$ cat src/source/udp_reassembly_pkg.sv
package udp_reassembly_pkg;

    //////////////////////////////////////////////////////////////////////
    // Sizing
    //////////////////////////////////////////////////////////////////////

    // Reassembly slots behind the dispatcher
    localparam int num_slots = 2;

    // Bytes per slot FIFO
    localparam int slot_fifo_depth = 4096;

    //////////////////////////////////////////////////////////////////////
    // Basic types
    //////////////////////////////////////////////////////////////////////

    typedef logic [7:0]  byte_t;
    typedef logic [15:0] packet_id_t;
    typedef logic [15:0] drop_count_t;

    // Bit 8 marks the first byte of a fragment, bits 7:0 carry the byte
    typedef logic [8:0] slot_word_t;

    typedef logic [$clog2(num_slots)-1:0] slot_index_t;

    //////////////////////////////////////////////////////////////////////
    // Stream beats
    //////////////////////////////////////////////////////////////////////

    // Input side, packet_id only valid on the first beat
    typedef struct packed {
        byte_t      data;
        logic       last;
        packet_id_t packet_id;
    } fragment_beat_t;

    typedef struct packed {
        byte_t      data;
        logic       first;
        logic       last;
        packet_id_t packet_id;
    } packet_beat_t;

endpackage

$ cat src/source/slot_drain_arbiter.sv
`timescale 1ns/1ps

module slot_drain_arbiter (
    input  logic                                     clock,
    input  logic                                     reset_n,
    input  logic [udp_reassembly_pkg::num_slots-1:0] slot_data_ready,
    input  logic [udp_reassembly_pkg::num_slots-1:0] slot_push_data_valid,
    input  udp_reassembly_pkg::slot_word_t           slot_push_data
                                                     [udp_reassembly_pkg::num_slots],
    input  udp_reassembly_pkg::packet_id_t           slot_packet_id
                                                     [udp_reassembly_pkg::num_slots],
    output logic [udp_reassembly_pkg::num_slots-1:0] slot_push_data_enable,
    output udp_reassembly_pkg::packet_beat_t         out_beat,
    output logic                                     out_valid
);

    typedef enum logic {
        state_idle,
        state_draining
    } state_t;

    state_t                          state;
    state_t                          next_state;
    udp_reassembly_pkg::slot_index_t grant;
    udp_reassembly_pkg::slot_index_t next_grant;
    udp_reassembly_pkg::slot_index_t candidate;
    logic                            candidate_found;
    logic                            read_now;
    udp_reassembly_pkg::slot_word_t  hold_word;
    logic                            hold_valid;
    udp_reassembly_pkg::packet_id_t  packet_id;

    //////////////////////////////////////////////////////////////////////
    // Grant selection
    //////////////////////////////////////////////////////////////////////

    // data_ready trails the slot state by a cycle, so also need data present
    always_comb begin
        candidate_found = 1'b0;
        candidate       = '0;
        for (int i = udp_reassembly_pkg::num_slots - 1; i >= 0; i--) begin
            if (slot_data_ready[i] && slot_push_data_valid[i]) begin
                candidate_found = 1'b1;
                candidate       = udp_reassembly_pkg::slot_index_t'(i);
            end
        end
    end

    always_comb begin
        next_state            = state;
        next_grant            = grant;
        slot_push_data_enable = '0;
        read_now              = (state == state_draining) && slot_push_data_valid[grant];

        if (state == state_idle) begin
            if (candidate_found) begin
                next_grant = candidate;
                next_state = state_draining;
            end
        end else begin
            slot_push_data_enable[grant] = read_now;
            // Slot ran dry, the held word goes out as last this cycle
            if (!read_now) begin
                next_state = state_idle;
            end
        end
    end

    //////////////////////////////////////////////////////////////////////
    // Output stage
    //////////////////////////////////////////////////////////////////////

    assign out_valid          = hold_valid;
    assign out_beat.data      = hold_word[7:0];
    assign out_beat.first     = hold_word[8];
    assign out_beat.last      = !slot_push_data_valid[grant];
    assign out_beat.packet_id = packet_id;

    always_ff @(posedge clock or negedge reset_n) begin
        if (!reset_n) begin
            state      <= state_idle;
            grant      <= '0;
            hold_valid <= 1'b0;
        end else begin
            state      <= next_state;
            grant      <= next_grant;
            hold_valid <= read_now;
        end
    end

    always_ff @(posedge clock) begin
        if (read_now) begin
            hold_word <= slot_push_data[grant];
        end
        if (state == state_idle && candidate_found) begin
            packet_id <= slot_packet_id[candidate];
        end
    end

endmodule

$ cat config.mk
export PLATFORM = sky130hd
export DESIGN_NAME = slot_drain_arbiter
export DESIGN_NICKNAME = d
export VERILOG_FILES = /design/src/source/udp_reassembly_pkg.sv /design/src/source/slot_drain_arbiter.sv
export SDC_FILE = /design/constraint.sdc
export NUM_CORES = 1
export LEC_CHECK = 0
export BUFFER_PORTS_ARGS = -buffer_cell sky130_fd_sc_hd__buf_2
export CORE_AREA = 2 2 62 64
export CTS_CLUSTER_DIAMETER = 120
export CTS_CLUSTER_SIZE = 8
export DETAILED_ROUTE_END_ITERATION = 8
export DIE_AREA = 0 0 64 66
export PLACE_DENSITY_LB_ADDON = 0.12
export SYNTH_ARGS = -nofsm -noshare
export SYNTH_HDL_FRONTEND = slang
export SYNTH_SLANG_ARGS = --single-unit
$ cat constraint.sdc
create_clock -name clock -period 1.59 [get_ports clock]
set_input_delay 0.2385 -clock clock [delete_from_list [all_inputs] [get_ports clock]]
set_output_delay 0.2385 -clock clock [all_outputs]
set_load 0.02 [all_outputs]
==> flow_metrics.env <==
export IMPL_setup_violations=0
export IMPL_worst_ir_drop_vdd_mv=0.457
export IMPL_finalCoreUtilization=0.514
export IMPL_drv_cap=0
export IMPL_hold_viol=0
export IMPL_ys_ff_latch=28
export IMPL_postSynthAreaPerCell_um2=18.1
export IMPL_dr_total_vias=900
export IMPL_core_mm2=0.00355
export IMPL_grt_max_degree=17
export IMPL_cp_required_ps=1350
export IMPL_yosysUniqueCellTypes=18
export IMPL_cp_max_fo=14
export IMPL_pin_count=85
export IMPL_ff2ff_setup_slack_ps=250
export IMPL_outcome="finished, final reports clean"
export IMPL_slowest_stage="dfrtp_1"
export IMPL_place_congestion=0.702
export IMPL_clk_latency_ps=320
export IMPL_layout_nets=215
export IMPL_syn_num_nets=127
export IMPL_die_w_um=64
export IMPL_grt_pass1_wl_mm=3.83
export IMPL_wire_per_inst_um=11.6
export IMPL_hpwlAfterDp_mm=1.92
export IMPL_arrival_ps=1260
export IMPL_yosysWarnings=0
export IMPL_most_common_layout_cells="buf_2 (84), edfxtp_1 (25), mux2_2 (16)"
export IMPL_cts_buffers=3
export IMPL_cp_slowest_stage_delay_ps=430
export IMPL_slew_viol_final=0
export IMPL_drtAntennaViolNets=0
export IMPL_layout_drive_gt1_share=0.772
export IMPL_critical_path_top_delay_family="flip-flops"
export IMPL_worst_setup_path_start_kind="register"
export IMPL_r2r_end="hold_word[1]"
export IMPL_skew_ps=4.34
export IMPL_worstSetupPathType="reg -> out"
export IMPL_dp_cells=201
export IMPL_io_buffers=84
export IMPL_area_delta_synth_final_pct=42.2
export IMPL_period_minus_slack_ps=1500
export IMPL_fp_dieH_um=66
export IMPL_num_rows=22
export IMPL_hold_path_startpoint="slot_packet_id[16]"
export IMPL_die_area_mm2=0.00422
export IMPL_cts_tree="built"
export IMPL_critPathCaptureType="primary output"
export IMPL_hold_path_depth=2
export IMPL_instances_no_fill=206
export IMPL_clock_fmax_ghz=0.668
export IMPL_crit_buf_inv=2
export IMPL_p_leak_nw=0.855
export IMPL_synth_seq_area_share=0.643
export IMPL_hold_class="in -> reg"
export IMPL_grt_pass1_vias=906
export IMPL_final_common_cell="buf_2"
export IMPL_synthCells=71
export IMPL_syn_area_mm2=0.00128
export IMPL_worst_slack_ps=92.2
export IMPL_min_to="packet_id[0]"
export IMPL_clock_tree_buffer_depth=2
export IMPL_htree_levels=1
export IMPL_rr_worst_depth=1
export IMPL_grt_usage=0.116
export IMPL_numClockSinks=28
export IMPL_initial_core_util=0.362
export IMPL_dr_pass1_iters=2
export IMPL_overflow=0
export IMPL_clk_pin_slew_ps=140
export IMPL_antenna_cells=0
export IMPL_maxSlewHeadroom=0.686
export IMPL_viasPerCell=4.37
export IMPL_pre_cts_ws_ps=179
export IMPL_power_density_mw_per_mm2=1130
export IMPL_reg2reg_from="state"
export IMPL_crit_chain="buf_6 > and3b_1 > buf_2"
export IMPL_route_detailed_drc=0
export IMPL_drtIter0Drc=10
export IMPL_antenna_found_initial=0
export IMPL_tightest_slew_ps=468
export IMPL_clockRootBuffer="clkbuf_4"
export IMPL_routed_wl_mm=2.40
export IMPL_finalCritPeriodShare=0.942
[routing by layer]
layer	global-route usage	share of wire	up-vias
met5	0	0	-
met4	0.0408	0.0054	0
met3	0.0256	0.088	2
met2	0.207	0.53	45
met1	0.138	0.38	410
li1	-	-	443
[registers in the layout, indices dropped and copies added (netlist names)]
register	count
grant	1
hold_word	9
out_valid	1
packet_id	16
state	1
[through the flow]
| stage | total power (W) | instance area [µm²] | setup TNS, ps | hold WS, ps |
|---|---|---|---|---|
| 3_3_place_gp | 0.00161 | 1760 | 0 | 37.5 |
| 6_report | 0.00206 | 1830 | 0 | 207 |
| 3_5_place_dp | 0.00163 | 1760 | 0 | 40.1 |
| 2_1_floorplan | 0.00142 | 1290 | 0 | -57.1 |
| 4_1_cts | 0.00209 | 1820 | 0 | 188 |
| 5_1_grt | 0.00217 | 1830 | -1.08 | 179 |
[power by group]
| group | switching [W] | leakage [nW] | internal (W) |
|---|---|---|---|
| clock network | 0.000194 | 0.0279 | 0.000255 |
| registers | 0.0000443 | 0.271 | 0.000952 |
| logic | 0.000321 | 0.556 | 0.000290 |
| total | 0.000560 | 0.855 | 0.00150 |
[repair_timing]
| action | 4_1_cts | 5_1_grt |
|---|---|---|
| buffers inserted | 0 | 0 |
| hold endpoints to repair | 3 | 0 |
| gates resized for setup | 0 | 1 |
| setup endpoints to repair | 0 | 2 |
| hold buffers | 1 | 0 |
[final cells by class]
cell class	instances	area [µm²]
Tap cell	48	60.1
Timing Repair Buffer	87	449
Inverter	1	3.75
Clock inverter	1	30.0
Multi-Input combinational cell	38	434
Sequential cell	28	826
Fill cell	331	1730
Clock buffer	3	22.5
[cell families (layout without fill, tap and decap cells)]
kind of cell           Yosys count  after routing  synth area share
AO/OA/AOI/OAI                    3              3            0.0185
buffers and inverters            5             92            0.0234
flip-flops                      28             28             0.643
AND/OR/NAND/NOR                  7              7            0.0419
multiplexers                    28             28             0.273
[worst max-delay path by stage]
stage	from	to	cells past startpoint
final	grant	slot_push_data_enable[0]	3
after floorplan	grant	hold_word[0]	3
after CTS	grant	slot_push_data_enable[0]	3
after global placement	slot_push_data_valid[0]	packet_id[4]	4
after global routing	grant	slot_push_data_enable[0]	3
after detailed placement	slot_push_data_valid[0]	packet_id[11]	4
[cells in the mapped netlist (all sizes together)]
cell / n / area [µm²]
and3: 1 / 7.51
a22o: 1 / 10.0
mux2: 26 / 330
and3b: 1 / 8.76
mux2i: 2 / 20.0
dfrtp: 3 / 75.1
buf: 4 / 26.3
edfxtp: 25 / 751
inv: 1 / 3.75
a21oi: 1 / 5.00
nor2b: 1 / 6.26
nor2: 1 / 3.75
nand2: 2 / 10.0
nand3: 1 / 17.5
o22a: 1 / 8.76
No activity file was read; power rests on OpenSTA's default activity.
