==> src/source/udp_reassembly_pkg.sv <==
package udp_reassembly_pkg;

    //////////////////////////////////////////////////////////////////////
    // Sizing
    //////////////////////////////////////////////////////////////////////

    // Reassembly slots behind the dispatcher
    localparam int num_slots = 2;

    // Bytes per slot FIFO
    localparam int slot_fifo_depth = 4096;

    //////////////////////////////////////////////////////////////////////
    // Basic types
    //////////////////////////////////////////////////////////////////////

    typedef logic [7:0]  byte_t;
    typedef logic [15:0] packet_id_t;
    typedef logic [15:0] drop_count_t;

    // Bit 8 marks the first byte of a fragment, bits 7:0 carry the byte
    typedef logic [8:0] slot_word_t;

    typedef logic [$clog2(num_slots)-1:0] slot_index_t;

    //////////////////////////////////////////////////////////////////////
    // Stream beats
    //////////////////////////////////////////////////////////////////////

    // Input side, packet_id only valid on the first beat
    typedef struct packed {
        byte_t      data;
        logic       last;
        packet_id_t packet_id;
    } fragment_beat_t;

    typedef struct packed {
        byte_t      data;
        logic       first;
        logic       last;
        packet_id_t packet_id;
    } packet_beat_t;

endpackage

==> src/source/fragment_dispatcher.sv <==
`timescale 1ns/1ps

module fragment_dispatcher (
    input  logic                                           clock,
    input  logic                                           reset_n,
    input  udp_reassembly_pkg::fragment_beat_t             in_beat,
    input  logic                                           in_valid,
    input  logic [udp_reassembly_pkg::num_slots-1:0]       slot_ready,
    output udp_reassembly_pkg::byte_t                      slot_data,
    output logic [udp_reassembly_pkg::num_slots-1:0]       slot_data_enable,
    output logic [udp_reassembly_pkg::num_slots-1:0]       slot_data_last,
    output udp_reassembly_pkg::packet_id_t                 slot_fragment_id,
    output udp_reassembly_pkg::drop_count_t                drop_count
);

    typedef enum logic [1:0] {
        state_idle,
        state_forward,
        state_discard
    } state_t;

    state_t                          state;
    state_t                          next_state;
    udp_reassembly_pkg::slot_index_t selected_slot;
    udp_reassembly_pkg::slot_index_t next_selected_slot;
    udp_reassembly_pkg::slot_index_t free_slot;
    logic                            free_found;
    udp_reassembly_pkg::drop_count_t next_drop_count;

    // Byte and ID go to every slot, the enables pick the target
    assign slot_data        = in_beat.data;
    assign slot_fragment_id = in_beat.packet_id;

    // Lowest index wins
    always_comb begin
        free_found = 1'b0;
        free_slot  = '0;
        for (int i = udp_reassembly_pkg::num_slots - 1; i >= 0; i--) begin
            if (slot_ready[i]) begin
                free_found = 1'b1;
                free_slot  = udp_reassembly_pkg::slot_index_t'(i);
            end
        end
    end

    always_comb begin
        next_state         = state;
        next_selected_slot = selected_slot;
        next_drop_count    = drop_count;
        slot_data_enable   = '0;
        slot_data_last     = '0;

        case (state)
            state_idle: begin
                if (in_valid && free_found) begin
                    slot_data_enable[free_slot] = 1'b1;
                    slot_data_last[free_slot]   = in_beat.last;
                    next_selected_slot          = free_slot;
                    if (!in_beat.last) begin
                        next_state = state_forward;
                    end
                end else if (in_valid) begin
                    // No room, count once and swallow the rest
                    if (drop_count != '1) begin
                        next_drop_count = drop_count + 1'b1;
                    end
                    if (!in_beat.last) begin
                        next_state = state_discard;
                    end
                end
            end
            state_forward: begin
                if (in_valid) begin
                    slot_data_enable[selected_slot] = 1'b1;
                    slot_data_last[selected_slot]   = in_beat.last;
                    if (in_beat.last) begin
                        next_state = state_idle;
                    end
                end
            end
            state_discard: begin
                if (in_valid && in_beat.last) begin
                    next_state = state_idle;
                end
            end
            default: begin
                next_state = state_idle;
            end
        endcase
    end

    always_ff @(posedge clock or negedge reset_n) begin
        if (!reset_n) begin
            state         <= state_idle;
            selected_slot <= '0;
            drop_count    <= '0;
        end else begin
            state         <= next_state;
            selected_slot <= next_selected_slot;
            drop_count    <= next_drop_count;
        end
    end

endmodule

==> config.mk <==
export PLATFORM = sky130hd
export DESIGN_NAME = fragment_dispatcher
export DESIGN_NICKNAME = d
export VERILOG_FILES = /design/src/source/udp_reassembly_pkg.sv /design/src/source/fragment_dispatcher.sv
export SDC_FILE = /design/constraint.sdc
export NUM_CORES = 1
export LEC_CHECK = 0
export BUFFER_PORTS_ARGS = -buffer_cell sky130_fd_sc_hd__clkbuf_2
export CAP_MARGIN = 30
export CELL_PAD_IN_SITES_DETAIL_PLACEMENT = 0
export CELL_PAD_IN_SITES_GLOBAL_PLACEMENT = 1
export CORE_MARGIN = 2
export CORE_UTILIZATION = 32
export CTS_CLUSTER_DIAMETER = 40
export DETAILED_ROUTE_END_ITERATION = 10
export PLACE_DENSITY_LB_ADDON = 0.1
export SLEW_MARGIN = 20
export SYNTH_ARGS = -nofsm -noshare
export SYNTH_HDL_FRONTEND = slang
export SYNTH_SLANG_ARGS = --single-unit
==> constraint.sdc <==
create_clock -name clock -period 3.7 [get_ports clock]
set_clock_uncertainty 0.2 [all_clocks]
set_input_delay 0.37 -clock clock [delete_from_list [all_inputs] [get_ports clock]]
set_output_delay 0.37 -clock clock [all_outputs]
set_load 0.05 [all_outputs]
==> impl_summary.txt <==
----------------------------------------------------
[Routing]
  Average routed wire per standard cell ... 13.4 um
  Final ANT Viol Nets ... 0
  1st-pass router iterations ... 4
  Number of violations reported at the end of detailed-routing iteration 0 ... 10
  Wire length reported by the detailed router ... 2250 um
  Post-route DRC ... 0
  Detail-routed via count per cell ... 4.85
  Via total after detailed routing ... 815

[Worst setup path]
  Kind of start point of the critical path ... register
  Critical path class ... register to register
  Required time at the endpoint of the critical path ... 3680 ps
  RR Endpoint ... drop_count[1]
  Sort of element at the end of the critical path ... register
  Critical Path Fanout Max ... 8
  Depth of the worst register-to-register path ... 4
  Startpoint of the lowest-slack register-to-register path ... state[0]
  R2r setup slk ... 1420 ps
  CP arrival ... 2260 ps

[Timing]
  Final number of hold-violating endpoints ... 0
  Max-slew violation count ... 0
  Max frequency ... 439 MHz
  Unrepaired setup endpoints after global routing ... false
  Relative max-transition margin ... 0.611
  Worst Tran Pin Value ... 579 ps
  Final setup TNS ... 0 ps
  Post-route fraction of the period consumed by the critical path ... 0.616
  Total of endpoints with negative setup slack in the final report ... 0
  Final critical delay including setup and external delays ... 2280 ps

[Yosys]
  Cell Area, Synth ... 1160 um^2
  Main synth FF type ... dfrtp_1
  Area contributors post-synth ... dfrtp_1 41%, buf_4 15%, xor2_1 5.3%
  Area share of the largest cell type after synthesis ... 0.409
  Seq/Total Area, Yosys ... 0.409
  Leading area contributor after synthesis ... dfrtp_1
  Top cells by count, synth ... 24 x buf_4, 19 x dfrtp_1, 7 x xor2_1
  Fraction of registers with async set/reset ... 1.00
  FF+latch count, synth ... 19
  Synthesized netlist net count ... 148
  Leading cell type by number of instances after synthesis ... buf_4
  Post-synthesis instance total ... 117
  Unique masters post-synth ... 31
  Number of enable-type register cells in the synthesized netlist ... 0
  Yosys synthesis warning count ... 0
  Syn_area_per_cell ... 9.95 um^2

[Place]
  HPWL after detailed placement ... 1740 um
  Count of buffers inserted at the top-level ports ... 25
  Total placed cells including tap cells ... 163
  Final weighted congestion in routability-driven placement ... 0.760

[Floorplanning]
  Die height ... 64.3 um
  Die ar. ... 4130 um^2
  Floorplan Core Area ... 3420 um^2
  Initial core utilization ... 0.341
  Site Rows ... 21
  Die width ... 64.3 um
  # IOs ... 74

[Final layout]
  Nets@finish ... 154
  Area Overhead vs Synth ... 2.37%
  Fraction of final layout cells with drive strength greater than 1 ... 0.270
  Post-Layout Cell Count ... 168
  Final antenna diode count ... 0

[Power]
  Static leakage ... 0.557 nW
  Worst-case vdd ir drop ... 348 uV
  P per Cell Area ... 470 nW/um^2

[Status]
  Result of the run ... completed

[Min path]
  Hold path startpoint ... in_beat[16]
  Number of stages on the worst hold path ... 2
  Hold/Removal Path Class ... input pin to register
  Hold path endpoint ... state[1]

[Clock tree]
  CTS sink count ... 19
  CTS Buffer Depth ... 2
  Clock tree from TritonCTS ... yes
  Num CTS Buffers ... 3
  Clock latency at the later pin of the worst-skew pair ... 290 ps
  Clock-pin slew on the worst setup and hold paths ... 110 ps
  CTS H-Tree Depth ... 1
  Clock Tree Root ... clkbuf_4
  Post-CTS Repair Setup Buffers ... 0

[GRT]
  Antenna violations before repair ... 0
  Congestion Overflow GR ... 0
  Vias in the first global route ... 817
  Maximum number of pins on one net before global-route repair ... 20
  Wire length of the first global-routing pass ... 3880 um
  Total Routing Usage GR ... 0.120

[Run]
  Number of maximum-capacitance violations ... 0

----------------------------------------------------
==> cell type report <==
class	count	area, um^2
Tap cell	46	57.6
Multi-Input combinational cell	70	485
Inverter	3	11.3
Clock buffer	4	26.3
Timing Repair Buffer	26	135
Fill cell	372	2220
Sequential cell	19	475
==> cells in the final DEF (no fill, tap or decap), drive strengths merged, types with 3 or more instances in the layout <==
cell / n
a21oi: 6
and2: 3
clkbuf: 29
dfrtp: 19
inv: 3
nand2: 4
nand3: 6
nand4: 5
nor2: 7
nor4: 6
nor4b: 3
xnor2: 5
xor2: 7
==> power breakdown <==
group / switching, W / internal [W] / total, W
Combinational: 0.000140 / 0.0000483 / 0.000188
Sequential: 0.0000328 / 0.000234 / 0.000267
Clock: 0.0000636 / 0.0000419 / 0.000105
==> state kept, by name, indices dropped and copies added (netlist names) <==
signal,flops
drop_count,16
state,2
selected_slot,1
==> metrics by stage <==
step                       util  total power, W  cell area (um^2)  hold slack (ps)  setup WS (ps)
after floorplan               -        0.000480              1160             -126            728
after global placement    0.338        0.000461              1150              155           1340
after detailed placement  0.338        0.000460              1150              160           1330
after CTS                 0.349        0.000572              1190             69.7           1410
after global routing      0.349        0.000602              1190             82.3           1210
final                     0.349        0.000560              1190             85.2           1420
==> kinds of logic after synthesis <==
kind of cell,Yosys count,share of synthesized area
simple gates,42,0.229
xor+xnor,12,0.0903
compound gates,13,0.0677
mux,2,0.0194
flops,19,0.409
fa+ha+maj,1,0.0108
buf+inv,28,0.174
==> what timing repair did <==
action	in CTS	in global routing
resized for setup	0	0
hold buffers	1	0
endpoints found under the hold margin	19	0
==> routing by layer <==
metal / up-vias / GRT usage / part of all wire
met3: 16 / 0.0299 / 0.068
met4: 0 / 0.0665 / 0.028
li1: 401 / - / -
met1: 380 / 0.159 / 0.46
met2: 18 / 0.177 / 0.45
met5: - / 0 / 0
==> worst max-delay path, stage by stage (launching register included) <==
cell and delay, ps:
dfrtp_1 460, or4b_4 520, or2_0 380, nor2_2 260
mux2_1 340
==> worst max-delay path by stage <==
stage | startpoint | end | slack, ps | cells after the start
2_1_floorplan | state[1] | slot_data_last[0] | 730 | 3
3_3_place_gp | slot_ready[0] | drop_count[10] | 1340 | 5
3_5_place_dp | slot_ready[0] | drop_count[1] | 1330 | 5
4_1_cts | drop_count[0] | drop_count[1] | 1410 | 5
5_1_grt | drop_count[0] | drop_count[1] | 1210 | 5
6_report | state[0] | drop_count[1] | 1420 | 4
Note: power is estimated with default switching activity, not from simulation.
